File: src/div_pkg.sv
`default_nettype none

package div_pkg;

    // operand and result width
    localparam int XLEN = 32;

    // one restoring cell per quotient bit
    localparam int DIV_STAGES = XLEN;

    // prep register + one per cell + result register
    localparam int DIV_LATENCY = DIV_STAGES + 2;

    // low two bits of funct3
    // bit 0 set is unsigned, bit 1 set selects the remainder
    typedef logic [1:0] div_op_t;

    localparam div_op_t OP_DIV  = 2'd0;
    localparam div_op_t OP_DIVU = 2'd1;
    localparam div_op_t OP_REM  = 2'd2;
    localparam div_op_t OP_REMU = 2'd3;

endpackage

`default_nettype wire

File: src/div_operand_prep.sv
`timescale 1ns/1ns
`default_nettype none

module div_operand_prep (
    input  wire                        clk,
    input  wire                        rstn,
    input  wire                        in_valid,
    input  wire div_pkg::div_op_t      op,
    input  wire [div_pkg::XLEN-1:0]    dividend,
    input  wire [div_pkg::XLEN-1:0]    divisor,
    output logic                       valid_out,
    output logic [div_pkg::XLEN-1:0]   rem_out,
    output logic [div_pkg::XLEN-1:0]   dvd_out,
    output logic [div_pkg::XLEN-1:0]   dvs_out,
    output logic [div_pkg::XLEN-1:0]   quot_out,
    output logic                       neg_quot_out,
    output logic                       neg_rem_out,
    output logic                       sel_rem_out
);
    import div_pkg::*;

    logic            is_signed;
    logic            dvd_neg;
    logic            dvs_neg;
    logic            dvs_zero;
    logic [XLEN-1:0] dvd_mag;
    logic [XLEN-1:0] dvs_mag;

    assign is_signed = ~op[0];
    assign dvd_neg   = is_signed & dividend[XLEN-1];
    assign dvs_neg   = is_signed & divisor[XLEN-1];
    assign dvs_zero  = ~|divisor;

    // most negative value maps to itself, still correct as unsigned magnitude
    assign dvd_mag = dvd_neg ? (~dividend + 1'b1) : dividend;
    assign dvs_mag = dvs_neg ? (~divisor + 1'b1) : divisor;

    always_ff @(posedge clk or negedge rstn) begin
        if (!rstn) begin
            valid_out    <= 1'b0;
            rem_out      <= '0;
            dvd_out      <= '0;
            dvs_out      <= '0;
            quot_out     <= '0;
            neg_quot_out <= 1'b0;
            neg_rem_out  <= 1'b0;
            sel_rem_out  <= 1'b0;
        end else begin
            valid_out    <= in_valid;
            rem_out      <= '0;                 // partial remainder starts empty
            dvd_out      <= dvd_mag;
            dvs_out      <= dvs_mag;
            quot_out     <= '0;
            // divide by zero keeps the all-ones quotient
            neg_quot_out <= (dvd_neg ^ dvs_neg) & ~dvs_zero;
            neg_rem_out  <= dvd_neg;            // remainder follows dividend sign
            sel_rem_out  <= op[1];
        end
    end

endmodule

`default_nettype wire

File: config.mk
export PLATFORM = sky130hd
export DESIGN_NAME = div_operand_prep
export DESIGN_NICKNAME = d
export VERILOG_FILES = /design/src/div_pkg.sv /design/src/div_operand_prep.sv
export SDC_FILE = /design/constraint.sdc
export NUM_CORES = 1
export LEC_CHECK = 0
export BUFFER_PORTS_ARGS = -buffer_cell sky130_fd_sc_hd__buf_2
export CAP_MARGIN = 20
export CORE_ASPECT_RATIO = 1.2
export CORE_MARGIN = 2
export CORE_UTILIZATION = 45
export CTS_CLUSTER_DIAMETER = 30
export DETAILED_ROUTE_END_ITERATION = 16
export GPL_TIMING_DRIVEN = 0
export MAX_ROUTING_LAYER = met4
export PLACE_DENSITY = 0.81
export SLEW_MARGIN = 15
export SYNTH_ARGS = -nofsm -noshare
export SYNTH_HDL_FRONTEND = slang
export SYNTH_SLANG_ARGS = --single-unit
File: constraint.sdc
create_clock -name clk -period 0.8 [get_ports clk]
set_clock_uncertainty 0.1 [all_clocks]
set_input_delay 0.04 -clock clk [delete_from_list [all_inputs] [get_ports clk]]
set_output_delay 0.04 -clock clk [all_outputs]
set_load 0.01 [all_outputs]
# After elaboration in Yosys (flattened, before gate mapping)
# Index checks and enable logic that the tools add are counted.
word_totals:
  wordCells: 18
  in_bits: 69
  register_bits: 68
op_classes:
  bitwise: 7
  muxes: 2
  addsub: 2
  n_reduce_logical: 1
op_table:
  columns: ["operator", "n"]
  rows:
  - ["adder 32 x 1 -> 32 bit (second input constant)", 2]
  - ["two-way mux 32 bit", 2]
  - ["NOT 32 bit", 2]
  - ["OR reduction 32 bit", 1]
  - ["bitwise AND 1 bit", 3]
  - ["NOT 1 bit", 1]
  - ["XOR 1 bit", 1]

# Logic depth before layout (Yosys ltp)
# Gate-level depths: netlist (run 1).
depth:
  depth_word: 4
  mapped_depth: 7

# Least setup slack after synthesis (run 1)
# Ideal clock, no wire load.
synth_path:
  path_type: "in2reg"
  startpoint: "in divisor[1] in the netlist's numbering"
  endpoint: "reg dvs_out[20] in the netlist's numbering"
  t_arrival_ns: 1.475
  slack_ns: -0.903
  stages: 7
  setup_time_ns: 0.128
  path_buffers: 0
  path_cell_list: "inv_1 -> ha_1 -> nor3b_1 -> nand2_1 -> nor4b_2 -> a21oi_1 -> xor2_1"
synth_via:
  elab_chain_cells: 3
synth_rtl:
  columns: ["element", "line_no", "source"]
  rows:
  - ["start: declaration", "div_operand_prep.sv:10", "input wire [div_pkg::XLEN-1:0] divisor,"]
  - ["NOT 32 bit", "div_operand_prep.sv:36", "assign dvs_mag = dvs_neg ? (~divisor + 1'b1) : divisor;"]
  - ["adder 32 x 1 -> 32 bit", "div_operand_prep.sv:36", null]
  - ["two-way mux 32 bit", "div_operand_prep.sv:36", null]
  - ["via dvs_mag[20]", "div_operand_prep.sv:27", "logic [XLEN-1:0] dvs_mag;"]
  - ["end signal: assignment", "div_operand_prep.sv:52", "dvs_out <= dvs_mag;"]
  - ["end: declaration", "div_operand_prep.sv:14", "output logic [div_pkg::XLEN-1:0] dvs_out,"]
# The timed path passes the listed nets, and every way through them passes these cells.

# Worst setup path in the final report (run 1)
layout_path:
  startpoint: "in dividend[16] in the netlist's numbering"
  endpoint: "reg dvd_out[29] in the netlist's numbering"
layout_via:
  elab_chain_cells: 3
layout_rtl:
  columns: ["element", "line_no", "source"]
  rows:
  - ["start: declaration", "div_operand_prep.sv:9", "input wire [div_pkg::XLEN-1:0] dividend,"]
  - ["NOT 32 bit", "div_operand_prep.sv:35", "assign dvd_mag = dvd_neg ? (~dividend + 1'b1) : dividend;"]
  - ["adder 32 x 1 -> 32 bit", "div_operand_prep.sv:35", null]
  - ["two-way mux 32 bit", "div_operand_prep.sv:35", null]
  - ["via dvd_mag[29]", "div_operand_prep.sv:26", "logic [XLEN-1:0] dvd_mag;"]
  - ["end signal: assignment", "div_operand_prep.sv:51", "dvd_out <= dvd_mag;"]
  - ["end: declaration", "div_operand_prep.sv:13", "output logic [div_pkg::XLEN-1:0] dvd_out,"]
# The timed path passes the listed nets, and every way through them passes these cells.

==> impl_results.md, run 1 <==
- Hold Crit Class: in -> async
- Routed Antenna Nets: 0
- Nets: 727
- RSZ-0062 raised after global routing: yes
- GRT overflow: 0
- Initial antenna violation count: 0
- Syn_area_per_cell: 10.3 um^2
- Starting Density: 46.5%
- Mapped Cells: ~350
- Post-synthesis async set-or-reset flop share: 100%
- # Max-Cap Violations: 0
- I/O Pins: 201
- Critical path class: in -> reg
- CP max FO: 4
- Hold WS: -0.489 ns
- Largest cells by area after synthesis: dfrtp_1 48%, buf_4 13%, xnor2_1 7.1%
- Fmax: slightly above 0.6 GHz
- Pre-CTS setup slack: -1.24 ns
- Ys flop type: dfrtp_1
- Mapped Area: between 3000 and 4000 um^2
- Total clock sinks: 68
- Std cell rows: 35
- WL/cell: roughly 18 um
- Total Routing Usage GR: around 29%
- Pwr Total: 9.52 mW
- Global-route wire length before repair: 18,600 um
- Final-report setup violation count: 122
- Seq/Total Area, Yosys: between 40% and 50%
- Diodes inserted: 0
- Vias: 3,730
- H-Tree Level Count: 3
- Final core area utilization: 88.7%
- Failing checks: hold timing, setup timing
- Arr. time, crit path: 1.75 ns
- Pins over their slew limit: 0
- Most frequent cells in the layout: 102 x buf_2, 97 x buf_4, 68 x dfrtp_1
- CTS tree: done
- Vias in the first global route: 3,863
- Outcome: complete, but fails checks
- Max Buffers Root-to-Sink: 2
- Tmin final: around 1.6 ns
- Req. time, crit path: 0.91 ns
- Die Area: approximately 8700 um^2
- Setup ws final: -0.833 ns
- Initial DRC count: between 150 and 200
- Pre-Repair DR Iteration Count: 5
- Worst Setup End Kind: register
- Startpoint Class: input port
- Peak supply drop: 1.21 mV
- Inserted Clock Buffers: 9
- Area Growth Syn to Fin: 90.8%
- Port Buffer Count: 136
- Synth Warn #: 0
- Die width: 85.4 um
- Slew headroom: 48.3%
- Remaining DRCs: 0
- Largest net degree at the start of global routing: 43
- EDFF count, synth: 0
- Layout cell share with drive strength beyond 1: 55.2%
- Via density: 4.95
- Yosys top cell by area: dfrtp_1
- Lkg Pwr: 3.30 nW
- Synth Register Bits: 68
- Final Hold Fails: 93
- Area post-placement: 4970 um^2
- GP Congestion: approximately 0.8
- Tightest Pin Transition: 0.769 ns
- P per Cell Area: 1390 nW/um^2
- Height of the die: 102 um
- Most common cell after layout, fill and taps aside: buf_2
- Core Region: approximately 7700 um^2
- Clock slew at reported path FFs: approximately 0.070 ns
- Clk root buf: clkbuf_8
- HPWL Detailed: roughly 7200 um
- Synth cell types: 35
- Final instance area: 6840 um^2
- Yosys top cell area share: 47.5%
- Period utilization: 204%
- Drt total wl: 13,300 um
registers in the layout, summed over array words and instances, names as in the netlist:
register,flops
dvd_out,32
dvs_out,32
neg_quot_out,1
neg_rem_out,1
sel_rem_out,1
valid_out,1
per-stage QoR:
| step | setup TNS [ns] | instances |
|---|---|---|
| after floorplan | -25.91 | 410 |
| after global placement | -89.07 | 638 |
| after detailed placement | -46.74 | 639 |
| after CTS | -31.77 | 736 |
| after global routing | -40.15 | 753 |
| final | -35.85 | 753 |
metal layers:
metal | wire (um) | up-vias | GRT usage [%]
met3 | 1230 | 57 | 6.11
met2 | 7280 | 249 | 52.3
met5 | 0 | - | -
met1 | 4330 | 1749 | 28.9
li1 | - | 1675 | -
met4 | 495 | 0 | 13.1
how the worst max path moves through the flow:
stage	start	to	slack (ns)	cells past startpoint
floorplan	dividend[4]	dvd_out[20]$_DFF_PN0_	-0.86	5
global placement	dividend[4]	dvd_out[30]$_DFF_PN0_	-1.19	6
detailed placement	dividend[4]	dvd_out[30]$_DFF_PN0_	-1.24	6
CTS	dividend[3]	dvd_out[30]$_DFF_PN0_	-0.83	7
global route	dividend[1]	dvd_out[28]$_DFF_PN0_	-0.93	9
finish	dividend[16]	dvd_out[29]$_DFF_PN0_	-0.83	7
what timing repair did:
action | in CTS | in global routing
gates resized for setup | 120 | 66
setup buffers | 33 | 20
setup endpoints to repair | 117 | 129
hold endpoints to repair | 135 | 94
pin swaps | 50 | 32
hold buffers | 49 | 1
synth_stat cells (2+ instances only):
cell type and number:
clkbuf_1 4, nor3b_1 2, ha_1 2, dfrtp_1 68, o21ai_0 11, inv_1 6, o41ai_2 2, nor2_1 30
nor4b_2 2, nor4_1 12, a21oi_1 22, o41ai_1 3, or3_1 3, buf_4 64, nor2b_1 2, nand2b_1 5
xor2_1 29, nand3_1 2, xnor2_1 29, nand2_1 12, buf_1 2, nor3_1 9, nand4_1 4, or4_1 2
o31ai_1 10
worst max-delay path, stage by stage:
cell	delay, ns
buf_2	0.14
nor4_1	0.58
nor4b_4	0.36
buf_4	0.16
and3b_2	0.24
a21oi_2	0.07
xor2_1	0.16
power breakdown:
part / switching [mW] / internal, mW
sequential: 0.109 / 3.76
clock: 1.33 / 1.60
combinational: 1.37 / 1.35
logic make-up after synthesis:
family	Yosys count	synth area share, %
adders and majority gates	2	0.698
buffers and inverters	77	14.8
AOI/OAI and AO/OA	50	8.73
xor gates and xnor gates	58	14.2
other	1	0.105
DFF	68	47.5
and+or+nand+nor	91	14.0
area by class of cell:
| type | count | area [um^2] |
|---|---|---|
| Fill cell | 330 | 872 |
| Sequential cell | 68 | 1700 |
| Clock inverter | 4 | 47.5 |
| Inverter | 7 | 48.8 |
| Clock buffer | 12 | 155 |
| Tap cell | 92 | 115 |
| Buffer | 69 | 557 |
| Timing Repair Buffer | 236 | 1900 |
| Multi-Input combinational cell | 265 | 2310 |
Power figures use the tool's default switching activity.
==> inputs of run 2 (changes only) <==
--- a/config.mk
+++ b/config.mk
@@ -15,6 +15,7 @@
 export GPL_TIMING_DRIVEN = 0
 export MAX_ROUTING_LAYER = met4
 export PLACE_DENSITY = 0.81
+export SKIP_CTS_REPAIR_TIMING = 1
 export SLEW_MARGIN = 15
 export SYNTH_ARGS = -nofsm -noshare
 export SYNTH_HDL_FRONTEND = slang
==> impl_results.md, run 2 (synthesized netlist as in run 1, its figures left out) <==
- Routed Antenna Nets: 0
- Height of the die: 102 um
- Std cell rows: 35
- # fillers: 400
- Die Area: 8690 um^2
- Period utilization: 197%
- CP cell instances: buf_8 -> or4_4 -> nor4b_4 -> buf_4 -> nand3_4 -> o41ai_4 -> xnor2_2
- P per Cell Area: 1430 nW/um^2
- Area post-placement: 4970 um^2
- Pins over their slew limit: 0
- Remaining DRCs: 0
- Setup ws final: -0.772 ns
- Initial antenna violation count: 0
- Seq pwr share: between 40% and 50%
- Final-report setup violation count: approximately 120
- Nets: 712
- HPWL Detailed: a little over 7000 um
- GP Congestion: 0.808
- CP max FO: 4
- WL/cell: about 16 um
- Final instance area: 6550 um^2
- Most common cell after layout, fill and taps aside: buf_2
- Cells after DPL: about 640
- Failing checks: hold timing, setup timing
- Max Buffers Root-to-Sink: 2
- M3 GR Usage: 3.50%
- Final core area utilization: a little over four fifths
- Core Region: approximately 7700 um^2
- Slew headroom: 51.8%
- Grt met2 use: 37.6%
- Startpoint Class: input port
- Pre-Repair DR Iteration Count: 4
- Fin cells: 738
- Clk network pwr share: 31.5%
- H-Tree Level Count: 3
- Peak supply drop: between 1 and 1.5 mV
- Biggest regs: dvd_out: 32 flops, dvs_out: 32 flops
- Starting Density: 46.5%
- Final Hold Fails: 99
- Total Routing Usage GR: 20.5%
- Fmax: 0.636 GHz
- Global-route wire length before repair: 13,600 um
- Net Sw Frac: roughly 29%
- Diodes inserted: 0
- Arr. time, crit path: 1.72 ns
- Worst Setup End Kind: register
- Hold Crit Class: in -> async
- Critical path's top delay family: simple AND/OR/NAND/NOR gates
- Vias in the first global route: 3,040
- Bufs and invs on worst path: 2
- GRT busiest layer: met2
- Layout cell share with drive strength beyond 1: between 50 and 60%
- Lkg Pwr: 3.15 nW
- GRT overflow: 0
- Largest net degree at the start of global routing: 43
- Drt total wl: 12,000 um
- Critical path class: in -> reg
- Clock slew at reported path FFs: 0.08 ns
- Die width: between 80 and 90 um
- Comb power frac: 27.3%
- Internal cell power: 6.62 mW
- Slowest CP cell: or4_4
- Via density: 4.82
- CP peak stage delay: 0.55 ns
- Initial DRC count: 129
- CTS tree: done
- Tmin final: 1.57 ns
- Outcome: complete, but fails checks
- Most frequent cells in the layout: 106 x buf_2, 95 x buf_4, 68 x dfrtp_1
- Hold WS: -0.481 ns
- Clk root buf: clkbuf_8
- Final TNS setup: -34.05 ns
- Inserted Clock Buffers: 9
- Port Buffer Count: 136
- # Max-Cap Violations: 0
- Tightest Pin Transition: 0.717 ns
- I/O Pins: roughly 200
- Sw power: 2.74 mW
- M1 GR Usage: 21.8%
- Vias: roughly 3.6k
- Area Growth Syn to Fin: 82.8%
- Total clock sinks: just under 70
- RSZ-0062 raised after global routing: yes
- Req. time, crit path: 0.94 ns
run 2: cell types whose count changed in the layout (fill, tap and decap cells not counted), moves of 2 or more:
cell | previous run | this run
buf_8 | 11 | 9
buf_2 | 102 | 106
nor2_1 | 17 | 20
o21ai_4 | 2 | 0
buf_6 | 40 | 29
o21ai_2 | 6 | 8
a21oi_4 | 5 | 3
nor2_2 | 7 | 4
buf_4 | 97 | 95
dlymetal6s4s_1 | 4 | 0
a21oi_1 | 2 | 5
run 2: how the worst max path moves through the flow:
stage | slack, ns | depth (start not counted) | to | startpoint
after floorplan | -0.86 | 5 | dvd_out[20]$_DFF_PN0_ | dividend[4]
after detailed placement | -1.24 | 6 | dvd_out[30]$_DFF_PN0_ | dividend[4]
after CTS | -0.89 | 6 | dvd_out[30]$_DFF_PN0_ | dividend[4]
after global placement | -1.19 | 6 | dvd_out[30]$_DFF_PN0_ | dividend[4]
after global routing | -0.80 | 7 | dvd_out[30]$_DFF_PN0_ | dividend[4]
final | -0.77 | 7 | dvd_out[30]$_DFF_PN0_ | dividend[4]
run 2: layout make-up:
cell class	count	area, um^2	area share (%)
multi-input combinational	265	2230	34.0
sequential	68	1700	26.0
timing repair buffer	221	1700	25.9
buffer	69	554	8.46
clock buffer	12	155	2.37
tap	92	115	1.76
clock inverter	4	47.5	0.726
inverter	7	46.3	0.707
run 2: layer usage:
| metal | vias to the layer above | share of wire [%] |
|---|---|---|
| met3 | 22 | 7.3 |
| li1 | 1642 | - |
| met2 | 197 | 56 |
| met5 | - | 0 |
| met1 | 1694 | 35 |
| met4 | 0 | 1.8 |
run 2: through the flow:
step / total power, mW / hold slack (ns) / worst slack (ns)
2_1_floorplan: 4.99 / -0.356 / -0.862
3_3_place_gp: 5.81 / 0.0472 / -1.19
3_5_place_dp: 5.86 / -0.121 / -1.24
4_1_cts: 8.74 / -0.485 / -0.888
5_1_grt: 9.74 / -0.476 / -0.797
6_report: 9.36 / -0.481 / -0.772
run 2: power groups by stage:
| stage | clock, mW | sequential, mW | combinational, mW |
|---|---|---|---|
| 4_1_cts | 2.94 | 3.84 | 1.96 |
| 5_1_grt | 3.12 | 3.89 | 2.73 |
| 2_1_floorplan | 0 | 4.10 | 0.890 |
| 3_3_place_gp | 0 | 3.90 | 1.91 |
| 3_5_place_dp | 0 | 3.91 | 1.96 |
| 6_report | 2.95 | 3.86 | 2.55 |
