### config.mk
export PLATFORM = sky130hd
export DESIGN_NAME = div_result_fix
export DESIGN_NICKNAME = d
export VERILOG_FILES = /design/src/div_pkg.sv /design/src/div_result_fix.sv
export SDC_FILE = /design/constraint.sdc
export NUM_CORES = 1
export LEC_CHECK = 0
export BUFFER_PORTS_ARGS = -buffer_cell sky130_fd_sc_hd__buf_2
export CELL_PAD_IN_SITES_DETAIL_PLACEMENT = 0
export CELL_PAD_IN_SITES_GLOBAL_PLACEMENT = 1
export CORE_UTILIZATION = 40
export CTS_CLUSTER_SIZE = 24
export DETAILED_ROUTE_END_ITERATION = 8
export PLACE_DENSITY_LB_ADDON = 0.1
export SLEW_MARGIN = 30
export SYNTH_ARGS = -nofsm -noshare
export SYNTH_HDL_FRONTEND = slang
export SYNTH_SLANG_ARGS = --single-unit
export TNS_END_PERCENT = 20
### constraint.sdc
create_clock -name clk -period 0.9 [get_ports clk]
set_input_delay 0.045 -clock clk [delete_from_list [all_inputs] [get_ports clk]]
set_output_delay 0.045 -clock clk [all_outputs]
set_load 0.03 [all_outputs]
### src/div_pkg.sv
`default_nettype none

package div_pkg;

    // operand and result width
    localparam int XLEN = 32;

    // one restoring cell per quotient bit
    localparam int DIV_STAGES = XLEN;

    // prep register + one per cell + result register
    localparam int DIV_LATENCY = DIV_STAGES + 2;

    // low two bits of funct3
    // bit 0 set is unsigned, bit 1 set selects the remainder
    typedef logic [1:0] div_op_t;

    localparam div_op_t OP_DIV  = 2'd0;
    localparam div_op_t OP_DIVU = 2'd1;
    localparam div_op_t OP_REM  = 2'd2;
    localparam div_op_t OP_REMU = 2'd3;

endpackage

`default_nettype wire

### src/div_result_fix.sv
`timescale 1ns/1ns
`default_nettype none

module div_result_fix (
    input  wire                        clk,
    input  wire                        rstn,
    input  wire                        valid_in,
    input  wire [div_pkg::XLEN-1:0]    rem_in,
    input  wire [div_pkg::XLEN-1:0]    quot_in,
    input  wire                        neg_quot_in,
    input  wire                        neg_rem_in,
    input  wire                        sel_rem_in,
    output logic                       out_valid,
    output logic [div_pkg::XLEN-1:0]   result
);
    import div_pkg::*;

    logic [XLEN-1:0] quot_fix;
    logic [XLEN-1:0] rem_fix;
    logic [XLEN-1:0] result_next;

    // signs decided in the prep stage and carried down the chain
    assign quot_fix = neg_quot_in ? (~quot_in + 1'b1) : quot_in;
    assign rem_fix  = neg_rem_in ? (~rem_in + 1'b1) : rem_in;

    assign result_next = sel_rem_in ? rem_fix : quot_fix;

    always_ff @(posedge clk or negedge rstn) begin
        if (!rstn) begin
            out_valid <= 1'b0;
            result    <= '0;
        end else begin
            out_valid <= valid_in;
            result    <= result_next;
        end
    end

endmodule

`default_nettype wire

# Yosys cells after proc, flatten, opt, wreduce, memory -nomap -nowiden
# Index checks and enable logic that the tools add are counted.
dict set report op_classes {
  n_addsub 2
  bitwise_logic 2
  n_mux 3
}
# cell n
set op_table {}
lappend op_table {{$mux W32} 3}
lappend op_table {{$add A32 B1 Y32 const B} 2}
lappend op_table {{$not A32 Y32} 2}
dict set report totals {
  out_inout_bits 33
  elab_cells 9
  reg_bits 33
  inputBits 70
}

# Logic depth before layout (Yosys ltp)
# Gate-level depths: netlist (run 1).
dict set report depth {
  ltp_word 4
  ltp_mapped 7
  depth_no_buf 7
}

# Least setup slack after synthesis (run 1)
# Ideal clock, no wire load.
dict set report synth_path {
  path_kind {input to register}
  start {input rem_in[0] (netlist bit)}
  end {register result[24] (netlist bit)}
  required_time_ps 758
  n_path_buf 0
  path_slack_ps -629
  setup_ps 142
  arrival_ps 1387
  cell_stages 7
  cell_sequence {inv_1 -> ha_1 -> nor3b_1 -> nand4_2 -> o41ai_1 -> xor2_1 -> mux2i_1}
}
dict set report synth_via {
  elab_chain_len 4
}
# element line_no
set synth_rtl {}
lappend synth_rtl {{start: declaration} div_result_fix.sv:8} ;# input wire [div_pkg::XLEN-1:0] rem_in,
lappend synth_rtl {{$not A32 Y32} div_result_fix.sv:24} ;# assign rem_fix = neg_rem_in ? (~rem_in + 1'b1) : rem_in;
lappend synth_rtl {{$add A32 B1 Y32} div_result_fix.sv:24}
lappend synth_rtl {{$mux W32} div_result_fix.sv:24}
lappend synth_rtl {{$mux W32} div_result_fix.sv:26} ;# assign result_next = sel_rem_in ? rem_fix : quot_fix;
lappend synth_rtl {{named net result_next[24]} div_result_fix.sv:20} ;# logic [XLEN-1:0] result_next;
lappend synth_rtl {{end signal: assignment} div_result_fix.sv:34} ;# result <= result_next;
lappend synth_rtl {{end: declaration} div_result_fix.sv:14} ;# output logic [div_pkg::XLEN-1:0] result
# The timed path passes the listed nets, and every way through them passes these cells.

# Worst setup path in the final report (run 1)
dict set report layout_path {
  start {input quot_in[20] (netlist bit)}
  end {register result[24] (netlist bit)}
}
dict set report layout_via {
  elab_chain_len 4
}
# element line_no
set layout_rtl {}
lappend layout_rtl {{start: declaration} div_result_fix.sv:9} ;# input wire [div_pkg::XLEN-1:0] quot_in,
lappend layout_rtl {{$not A32 Y32} div_result_fix.sv:23} ;# assign quot_fix = neg_quot_in ? (~quot_in + 1'b1) : quot_in;
lappend layout_rtl {{$add A32 B1 Y32} div_result_fix.sv:23}
lappend layout_rtl {{$mux W32} div_result_fix.sv:23}
lappend layout_rtl {{$mux W32} div_result_fix.sv:26}
lappend layout_rtl {{named net result_next[24]} div_result_fix.sv:20}
# The timed path passes the listed nets, and every way through them passes these cells.

==> reports/metrics.yaml, run 1 <==
status:
  status: "finished, violations left"
  violations: "design-rule violations, negative setup slack"
routing:
  antenna_left: 0
  drc: 9
  vias: 3115
  drtPass1Iterations: 8
  drtIter0Drc: 160
  wirelength_mm: 10.2
  wl_per_cell_um: 17.8
  via_per_inst: 5.42
pwr:
  pwr-share-clk: 0.228
  peakVddDrop_v: 0.000540
  leakage_nw: 2.34
  p_sw_mw: 1.90
  pwr_density_cell_mw_per_mm2: 1040
  swShare: 0.369
  pwr-share-seq: 0.335
  p_int_mw: 3.25
  combPwrFrac: 0.437
synth:
  yosys_register_bits: 33
  synth_cell_type_count: 39
  syn_avg_cell_area_um2: 9.90
  yosysWarnings: 0
  ys_seq_area_frac: 0.302
  syn_inst: 276
  syn_area_mm2: 0.00273
  synth.net_count: 348
cells_and_area:
  layout_commonest_cell: "buf_4"
  synthToLayoutAreaGrowth_pct: 81.7
  final_cell_mix: "buf_4 (107), buf_2 (81), xor2_1 (48)"
  antenna_cells: 0
  final_cells: 575
  drive_gt1_frac: 0.616
  nets: 570
  fillers: 454
floorplan:
  start_util: 0.423
  ioPinCount: 103
  die_y_um: 84.7
  core_mm2: 0.00646
  design.die.area_mm2: 0.00717
  row_count: 29
  die_w_um: 84.7
sta:
  fin_ws_ns: -0.509
  finalSetupViolations: 29
  hold_slack_ns: 0.0828
  relSlewSlack: 0.703
  fin_setup_tns_ns: -10.0
  period_share: 1.57
  slew_viol_final: 0
  finalHoldViolations: 0
  layout_min_cycle_time_ns: 1.41
  rsz0062_at_grt: "yes"
  worstMarginPinSlew_ns: 0.444
  max_freq_mhz: 710
global_route:
  grt_overflow: 0
  antenna_found_initial: 0
  grt_pass1_vias: 2987
  grt.total_usage: 0.262
  grt_start_max_net_pins: 34
  grt_pass1_wl_mm: 14.7
clock_network:
  cts_sinks: 33
  cts-root-to-sink-buffers: 2
  clk_pin_slew_ns: 0.07
  cts_tree: "built"
  cts_root_buf: "clkbuf_8"
  htreeDepth: 2
  cts-buffers-inserted: 5
worst_setup_path:
  required_ns: 1.06
  crit_path_end_kind: "flop"
  crit_path_start_kind: "primary input"
  crit_arrival_ns: 1.57
  slowest_stage: "or4_4"
  critPathMaxStageDelay_ns: 0.54
  path_max_fanout: 2
  path_cells: "buf_2, or4_4, or3_4, o31ai_4, xor2_1, mux2i_1"
  crit_type: "in2reg"
worst_hold_path:
  hold_class: "in2reg"
  min_path_cells: 3
placed_design:
  dp_cells: 538
  io_buffers: 102
  hpwl_mm: 6.86
  routabilityCongestion: 0.882
run:
  max_cap_viol_count: 0
cell type report:
| class | count | area [µm²] | share of cell area |
|---|---|---|---|
| sequential | 33 | 826 | 0.166 |
| inverter | 6 | 30.0 | 0.00605 |
| clock buffer | 7 | 86.3 | 0.0174 |
| timing repair buffer | 226 | 1660 | 0.334 |
| tap | 77 | 96.3 | 0.0194 |
| multi-input combinational | 226 | 2270 | 0.457 |
kinds of logic after synthesis:
logic type | count (synthesis) | synth area share
buffers and inverters | 19 | 0.0266
flip-flops | 33 | 0.302
XOR/XNOR | 60 | 0.192
AO/OA/AOI/OAI | 64 | 0.191
multiplexers | 21 | 0.0769
adder cells (fa/ha/maj) | 2 | 0.00916
AND/OR/NAND/NOR | 77 | 0.202
sequential cells by signal, summed over array words and instances, names as in the netlist:
register,count
result,32
out_valid,1
routing by layer:
metal	global-route usage	up-vias	share of wire
met1	0.367	1490	0.44
met4	0.0493	0	0.024
met5	0	-	0
met2	0.426	134	0.47
li1	-	1467	-
met3	0.0492	24	0.062
stage by stage:
stage / setup WS (ns) / util / area, µm² / total power, mW
after floorplan: -0.556 / - / 2780 / 2.69
after global placement: -0.856 / 0.632 / 4080 / 3.63
after detailed placement: -0.852 / 0.632 / 4080 / 3.66
after CTS: -0.450 / 0.702 / 4530 / 4.98
after global routing: -0.570 / 0.769 / 4960 / 5.36
final: -0.509 / 0.769 / 4960 / 5.16
worst max-delay path: cells and delay by family:
family | cells | cell delay [ns]
and+or+nand+nor | 2 | 0.90
muxes | 1 | 0.13
buffers and inverters | 1 | 0.11
xor gates and xnor gates | 1 | 0.20
AOI/OAI and AO/OA | 1 | 0.18
path summary, 6_finish.rpt:
check                      slack, ns    endpoint        start
max in group asynchronous       0.46  result[21]         rstn
min in group asynchronous       0.24   result[1]         rstn
min                             0.08  result[30]  quot_in[30]
max                            -0.51  result[24]  quot_in[20]
cells in the mapped netlist:
| master | number | area [µm²] |
|---|---|---|
| a21oi_1 | 5 | 25.0 |
| or4_4 | 1 | 11.3 |
| or4_1 | 8 | 60.1 |
| inv_1 | 6 | 22.5 |
| o41ai_2 | 12 | 195 |
| xnor2_1 | 9 | 78.8 |
| o21ai_0 | 9 | 45.0 |
| ha_1 | 2 | 25.0 |
| mux2i_1 | 21 | 210 |
| nand4_1 | 3 | 18.8 |
| nand2b_1 | 1 | 6.26 |
| nor4_1 | 4 | 25.0 |
| buf_2 | 1 | 5.00 |
| xor2_1 | 51 | 447 |
| a211oi_1 | 1 | 7.51 |
| buf_1 | 4 | 15.0 |
| or3_1 | 4 | 25.0 |
| dfrtp_1 | 33 | 826 |
| o41ai_1 | 2 | 17.5 |
| nand4_4 | 3 | 63.8 |
| nor3b_2 | 1 | 12.5 |
| or2b_1 | 1 | 7.51 |
| nand3_1 | 3 | 15.0 |
| nand4_2 | 1 | 12.5 |
| or3b_2 | 1 | 8.76 |
| nand3b_1 | 1 | 7.51 |
| nand2_1 | 20 | 75.1 |
| o21ai_1 | 14 | 70.1 |
| clkbuf_1 | 8 | 30.0 |
| nor2_1 | 11 | 41.3 |
| nor4_4 | 5 | 106 |
| nor3b_1 | 1 | 7.51 |
| o31ai_2 | 1 | 12.5 |
| nor3_1 | 5 | 25.0 |
| nor3_2 | 1 | 10.0 |
| a21boi_0 | 2 | 15.0 |
| nor2b_1 | 2 | 12.5 |
| a31oi_1 | 1 | 6.26 |
| o31ai_1 | 17 | 128 |
power by group through the flow:
stage / Clock [mW] / Sequential (mW) / Combinational (mW)
global placement: 0 / 1.75 / 1.89
CTS: 1.19 / 1.72 / 2.06
global route: 1.22 / 1.74 / 2.39
finish: 1.18 / 1.73 / 2.25
floorplan: 0 / 2.11 / 0.576
detailed placement: 0 / 1.74 / 1.91
what timing repair did:
item,CTS,global route
buffers inserted,12,14
setup endpoints to repair,34,36
hold buffers,2,0
gates resized for setup,65,64
hold endpoints to repair,34,0
pin swaps,29,31
gates cloned,1,1
Note: power is estimated with default switching activity, not from simulation.
==> run 2, diff against run 1 <==
BUFFER_PORTS_ARGS = -buffer_cell sky130_fd_sc_hd__buf_4   (was -buffer_cell sky130_fd_sc_hd__buf_2)
PLACE_DENSITY = 0.95   (was unset)
PLACE_DENSITY_LB_ADDON = unset   (was 0.1)
==> reports/metrics.yaml, run 2 (synthesis gave the netlist of run 1 again) <==
run:
  max_cap_viol_count: 0
pwr:
  p_sw_mw: 2.01
  peakVddDrop_v: 0.000536
  swShare: 0.377
  pwr-share-seq: 0.328
  pwr_density_cell_mw_per_mm2: 1050
  total_power_mw: 5.34
  leakage_nw: 2.38
  combPwrFrac: 0.456
  p_int_mw: 3.33
  pwr-share-clk: 0.216
placed_design:
  routabilityCongestion: 0.953
  io_buffers: 102
  dp_cells: 537
  dpl_worst_slack_ns: -0.850
  hpwl_mm: 7.14
sta:
  period_share: 1.63
  max_freq_mhz: 682
  fin_ws_ns: -0.566
  layout_min_cycle_time_ns: 1.47
  hold_slack_ns: 0.00665
  worstMarginPinSlew_ns: 0.442
  finalSetupViolations: 32
  slew_viol_final: 0
  finalHoldViolations: 0
  relSlewSlack: 0.705
  rsz0062_at_grt: "yes"
  fin_setup_tns_ns: -11.71
global_route:
  grt.total_usage: 0.298
  grt_start_max_net_pins: 35
  antenna_found_initial: 0
  grt_pass1_wl_mm: 16.6
  grt_pass1_vias: 3258
  grt_overflow: 0
floorplan:
  design.die.area_mm2: 0.00717
  die_y_um: 84.7
  ioPinCount: 103
  start_util: 0.423
  die_w_um: 84.7
  core_mm2: 0.00646
  row_count: 29
worst_setup_path:
  crit_arrival_ns: 1.63
  path_max_fanout: 7
  cpMostUsedCell: "buf_4"
  slowest_stage: "nor4_4"
  path_cells: "buf_8, nor4_4, buf_4, nand4_4, buf_4, o21ai_2, xor2_1, mux2i_1"
  crit_family: "simple AND/OR/NAND/NOR gates"
  crit_path_start_kind: "primary input"
  cp_num_buf_inv: 3
  crit_path_end_kind: "flop"
  crit_type: "in2reg"
  required_ns: 1.06
  critPathMaxStageDelay_ns: 0.34
  crit_start: "rem_in[9]"
cells_and_area:
  top_register: "result"
  final_cells: 570
  biggestRegsByFlops: "result (32), out_valid (1)"
  drive_gt1_frac: 0.586
  final_cell_mix: "buf_4 (174), xor2_1 (50), buf_6 (36)"
  nets: 564
  antenna_cells: 0
  layout_commonest_cell: "buf_4"
  synthToLayoutAreaGrowth_pct: 86.4
  largest_reg_flops: 32
clock_network:
  cts_root_buf: "clkbuf_8"
  cts-buffers-inserted: 5
  clk_pin_slew_ns: 0.08
  cts_sinks: 33
  cts-root-to-sink-buffers: 2
  cts_tree: "built"
  htreeDepth: 2
routing:
  wl_per_cell_um: 20.8
  drtPass1Iterations: 9
  vias: 3357
  drc: 3
  antenna_left: 0
  via_per_inst: 5.89
  met2_length_mm: 6.05
  wl_met1_mm: 4.60
  top_layer: "met4"
  wirelength_mm: 11.8
  wl_met3_um: 794
  drtIter0Drc: 255
status:
  status: "finished, violations left"
  violations: "design-rule violations, negative setup slack"
worst_hold_path:
  worstHoldStart: "rem_in[0]"
  hold_class: "in2reg"
[run 2: cell count changes in the layout (fill, tap and decap cells not counted), moves of 3 or more]
cell,delta
inv_4,-3
o31ai_4,-3
nand2_1,+5
o21ai_1,-3
inv_2,+3
o21ai_0,+5
nand2_2,-4
buf_4,+67
o31ai_1,+4
buf_6,+6
buf_8,+3
buf_2,-81
[run 2: metal layers]
layer / vias up / track usage
met5: - / 0
met1: 1643 / 0.355
li1: 1465 / -
met3: 43 / 0.0472
met2: 206 / 0.538
met4: 0 / 0.111
[run 2: area by class of cell]
class / instances / area, µm²
Timing Repair Buffer: 220 / 1860
Sequential cell: 33 / 826
Clock buffer: 5 / 68.8
Inverter: 6 / 22.5
Clock inverter: 3 / 17.5
Multi-Input combinational cell: 226 / 2200
Tap cell: 77 / 96.3
Fill cell: 374 / 1370
[run 2: what timing repair did]
item | CTS | global route
gates resized for setup | 58 | 38
hold endpoints to repair | 34 | 0
endpoints found under the setup margin | 32 | 42
hold buffers | 2 | 0
cloned | 2 | 0
buffers inserted | 18 | 3
pin swaps | 33 | 20
[run 2: path summary, 6_finish.rpt]
path | slack (ns) | cells after the start | endpoint
min in group asynchronous | 0.24 | 2 | result[0]
hold / removal | 0.007 | 3 | result[0]
max in group asynchronous | 0.34 | 2 | result[14]
setup / recovery | -0.57 | 8 | result[20]
[run 2: power groups by stage]
stage          Combinational, mW  Sequential, mW  Clock, mW
3_3_place_gp                2.04            1.76          0
2_1_floorplan              0.576            2.11          0
5_1_grt                     2.55            1.76       1.21
4_1_cts                     2.25            1.74       1.12
6_report                    2.44            1.75       1.15
3_5_place_dp                2.09            1.76          0
[run 2: stage by stage]
step,util,instance area (µm²)
3_3_place_gp,0.670,4330
5_1_grt,0.788,5090
3_5_place_dp,0.670,4330
6_report,0.788,5090
2_1_floorplan,-,2780
4_1_cts,0.757,4890
[run 2: worst min-delay path, cell delays in order]
cell,delay [ns]
buf_8,0.09
nand2_1,0.05
o21ai_0,0.07
==> run 3, diff against run 2 <==
CORE_ASPECT_RATIO = 0.5   (was unset)
CORE_UTILIZATION = 38   (was 40)
PLACE_DENSITY = 0.91   (was 0.95)
==> reports/metrics.yaml, run 3 (synthesis gave the netlist of run 1 again) <==
status:
  status: "finished, violations left"
  violations: "negative setup slack"
global_route:
  grt.total_usage: 0.285
  grt_start_max_net_pins: 45
  antenna_found_initial: 0
  grt_pass1_wl_mm: 16.0
  grt_pass1_vias: 3198
  grt_overflow: 0
sta:
  max_freq_mhz: 629
  worstMarginPinSlew_ns: 0.584
  rsz0062_at_grt: "yes"
  hold_slack_ns: 0.0992
  period_share: 1.77
  layout_min_cycle_time_ns: 1.59
  fin_ws_ns: -0.690
  slew_viol_final: 0
  finalSetupViolations: 29
  finalHoldViolations: 0
  relSlewSlack: 0.611
floorplan:
  design.die.area_mm2: 0.00756
  row_count: 21
  core_mm2: 0.00681
  die_w_um: 122
  ioPinCount: 103
  die_y_um: 62.0
  start_util: 0.402
run:
  max_cap_viol_count: 0
cells_and_area:
  top_register: "result"
  biggestRegsByFlops: "result (32), out_valid (1)"
  final_cells: 587
  antenna_cells: 0
  largest_reg_flops: 32
  nets: 566
  drive_gt1_frac: 0.586
  synthToLayoutAreaGrowth_pct: 86.2
  final_cell_mix: "buf_4 (196), xor2_1 (50), dfrtp_1 (33)"
  layout_commonest_cell: "buf_4"
placed_design:
  hpwl_mm: 6.92
  dp_cells: 554
  routabilityCongestion: 0.877
  io_buffers: 102
  dpl_worst_slack_ns: -0.872
pwr:
  peakVddDrop_v: 0.000690
  leakage_nw: 2.36
  pwr_density_cell_mw_per_mm2: 1150
  total_power_mw: 5.86
worst_setup_path:
  crit_arrival_ns: 1.74
  crit_start: "rem_in[0]"
  slowest_stage: "nor3b_4"
  critPathMaxStageDelay_ns: 0.31
  path_max_fanout: 4
  cpMostUsedCell: "buf_4"
  crit_type: "in2reg"
  crit_path_end_kind: "flop"
  crit_path_start_kind: "primary input"
  path_cells: "buf_4, inv_1, ha_2, nor3b_4, buf_4, buf_4, nand2_1, o41ai_2, xor2_1, mux2i_1"
  required_ns: 1.05
routing:
  drc: 0
  vias: 3479
  via_per_inst: 5.93
  antenna_left: 0
  wirelength_mm: 12.7
  drtIter0Drc: 390
  drtPass1Iterations: 6
  wl_per_cell_um: 21.7
clock_network:
  cts_tree: "built"
  cts_root_buf: "clkbuf_16"
  cts-root-to-sink-buffers: 2
  cts-buffers-inserted: 5
  clk_pin_slew_ns: 0.06
  htreeDepth: 2
  cts_sinks: 33
worst_hold_path:
  hold_class: "in2reg"
  worstHoldStart: "quot_in[30]"
-- run 3: area by class of cell --
class	instances	area, µm²
multi-input cells	226	2160
repair buffers	222	1820
fillers	410	1720
flip-flops and latches	33	826
clock buffers	6	129
well taps	92	115
inverters	6	27.5
clock inverters	2	10.0
-- run 3: through the flow --
stage | instance area, µm² | setup TNS (ns) | util
global placement | 4350 | -19.22 | 0.639
detailed placement | 4350 | -20.57 | 0.639
finish | 5090 | -13.96 | 0.748
CTS | 4830 | -10.55 | 0.710
global route | 5090 | -15.47 | 0.748
floorplan | 2780 | -11.60 | -
-- run 3: metal layers --
layer  track usage  up-vias  share of wire
met5             0        -              0
met4         0.138        0          0.064
met3        0.0547       93          0.084
met2         0.524      248           0.47
met1         0.333     1664           0.38
li1              -     1474              -
-- run 3: path summary, 6_finish.rpt --
check                        endpoint  slack, ns  depth (start not counted)
max                        result[28]      -0.69                         10
max in group asynchronous  result[25]       0.30                          2
min in group asynchronous   result[9]       0.28                          2
min                        result[30]        0.1                          3
-- run 3: critical path, delay by kind of cell --
kind                     cells  cell delay (ns)
buffers and inverters        4             0.49
AND/OR/NAND/NOR              2             0.41
AO/OA/AOI/OAI                1             0.28
XOR/XNOR                     1             0.22
adder cells (fa/ha/maj)      1             0.19
multiplexers                 1             0.10
-- run 3: report_power, final --
part / switching (mW) / internal, mW
Combinational: 1.33 / 1.09
Clock: 0.700 / 1.02
Sequential: 0.0621 / 1.66
-- run 3: timing repair --
action,in CTS,in global routing
pin swaps,29,23
gates resized for setup,34,38
gates cloned,2,0
setup buffers,13,8
setup endpoints to repair,28,29
endpoints found under the hold margin,34,0
hold buffers,2,0
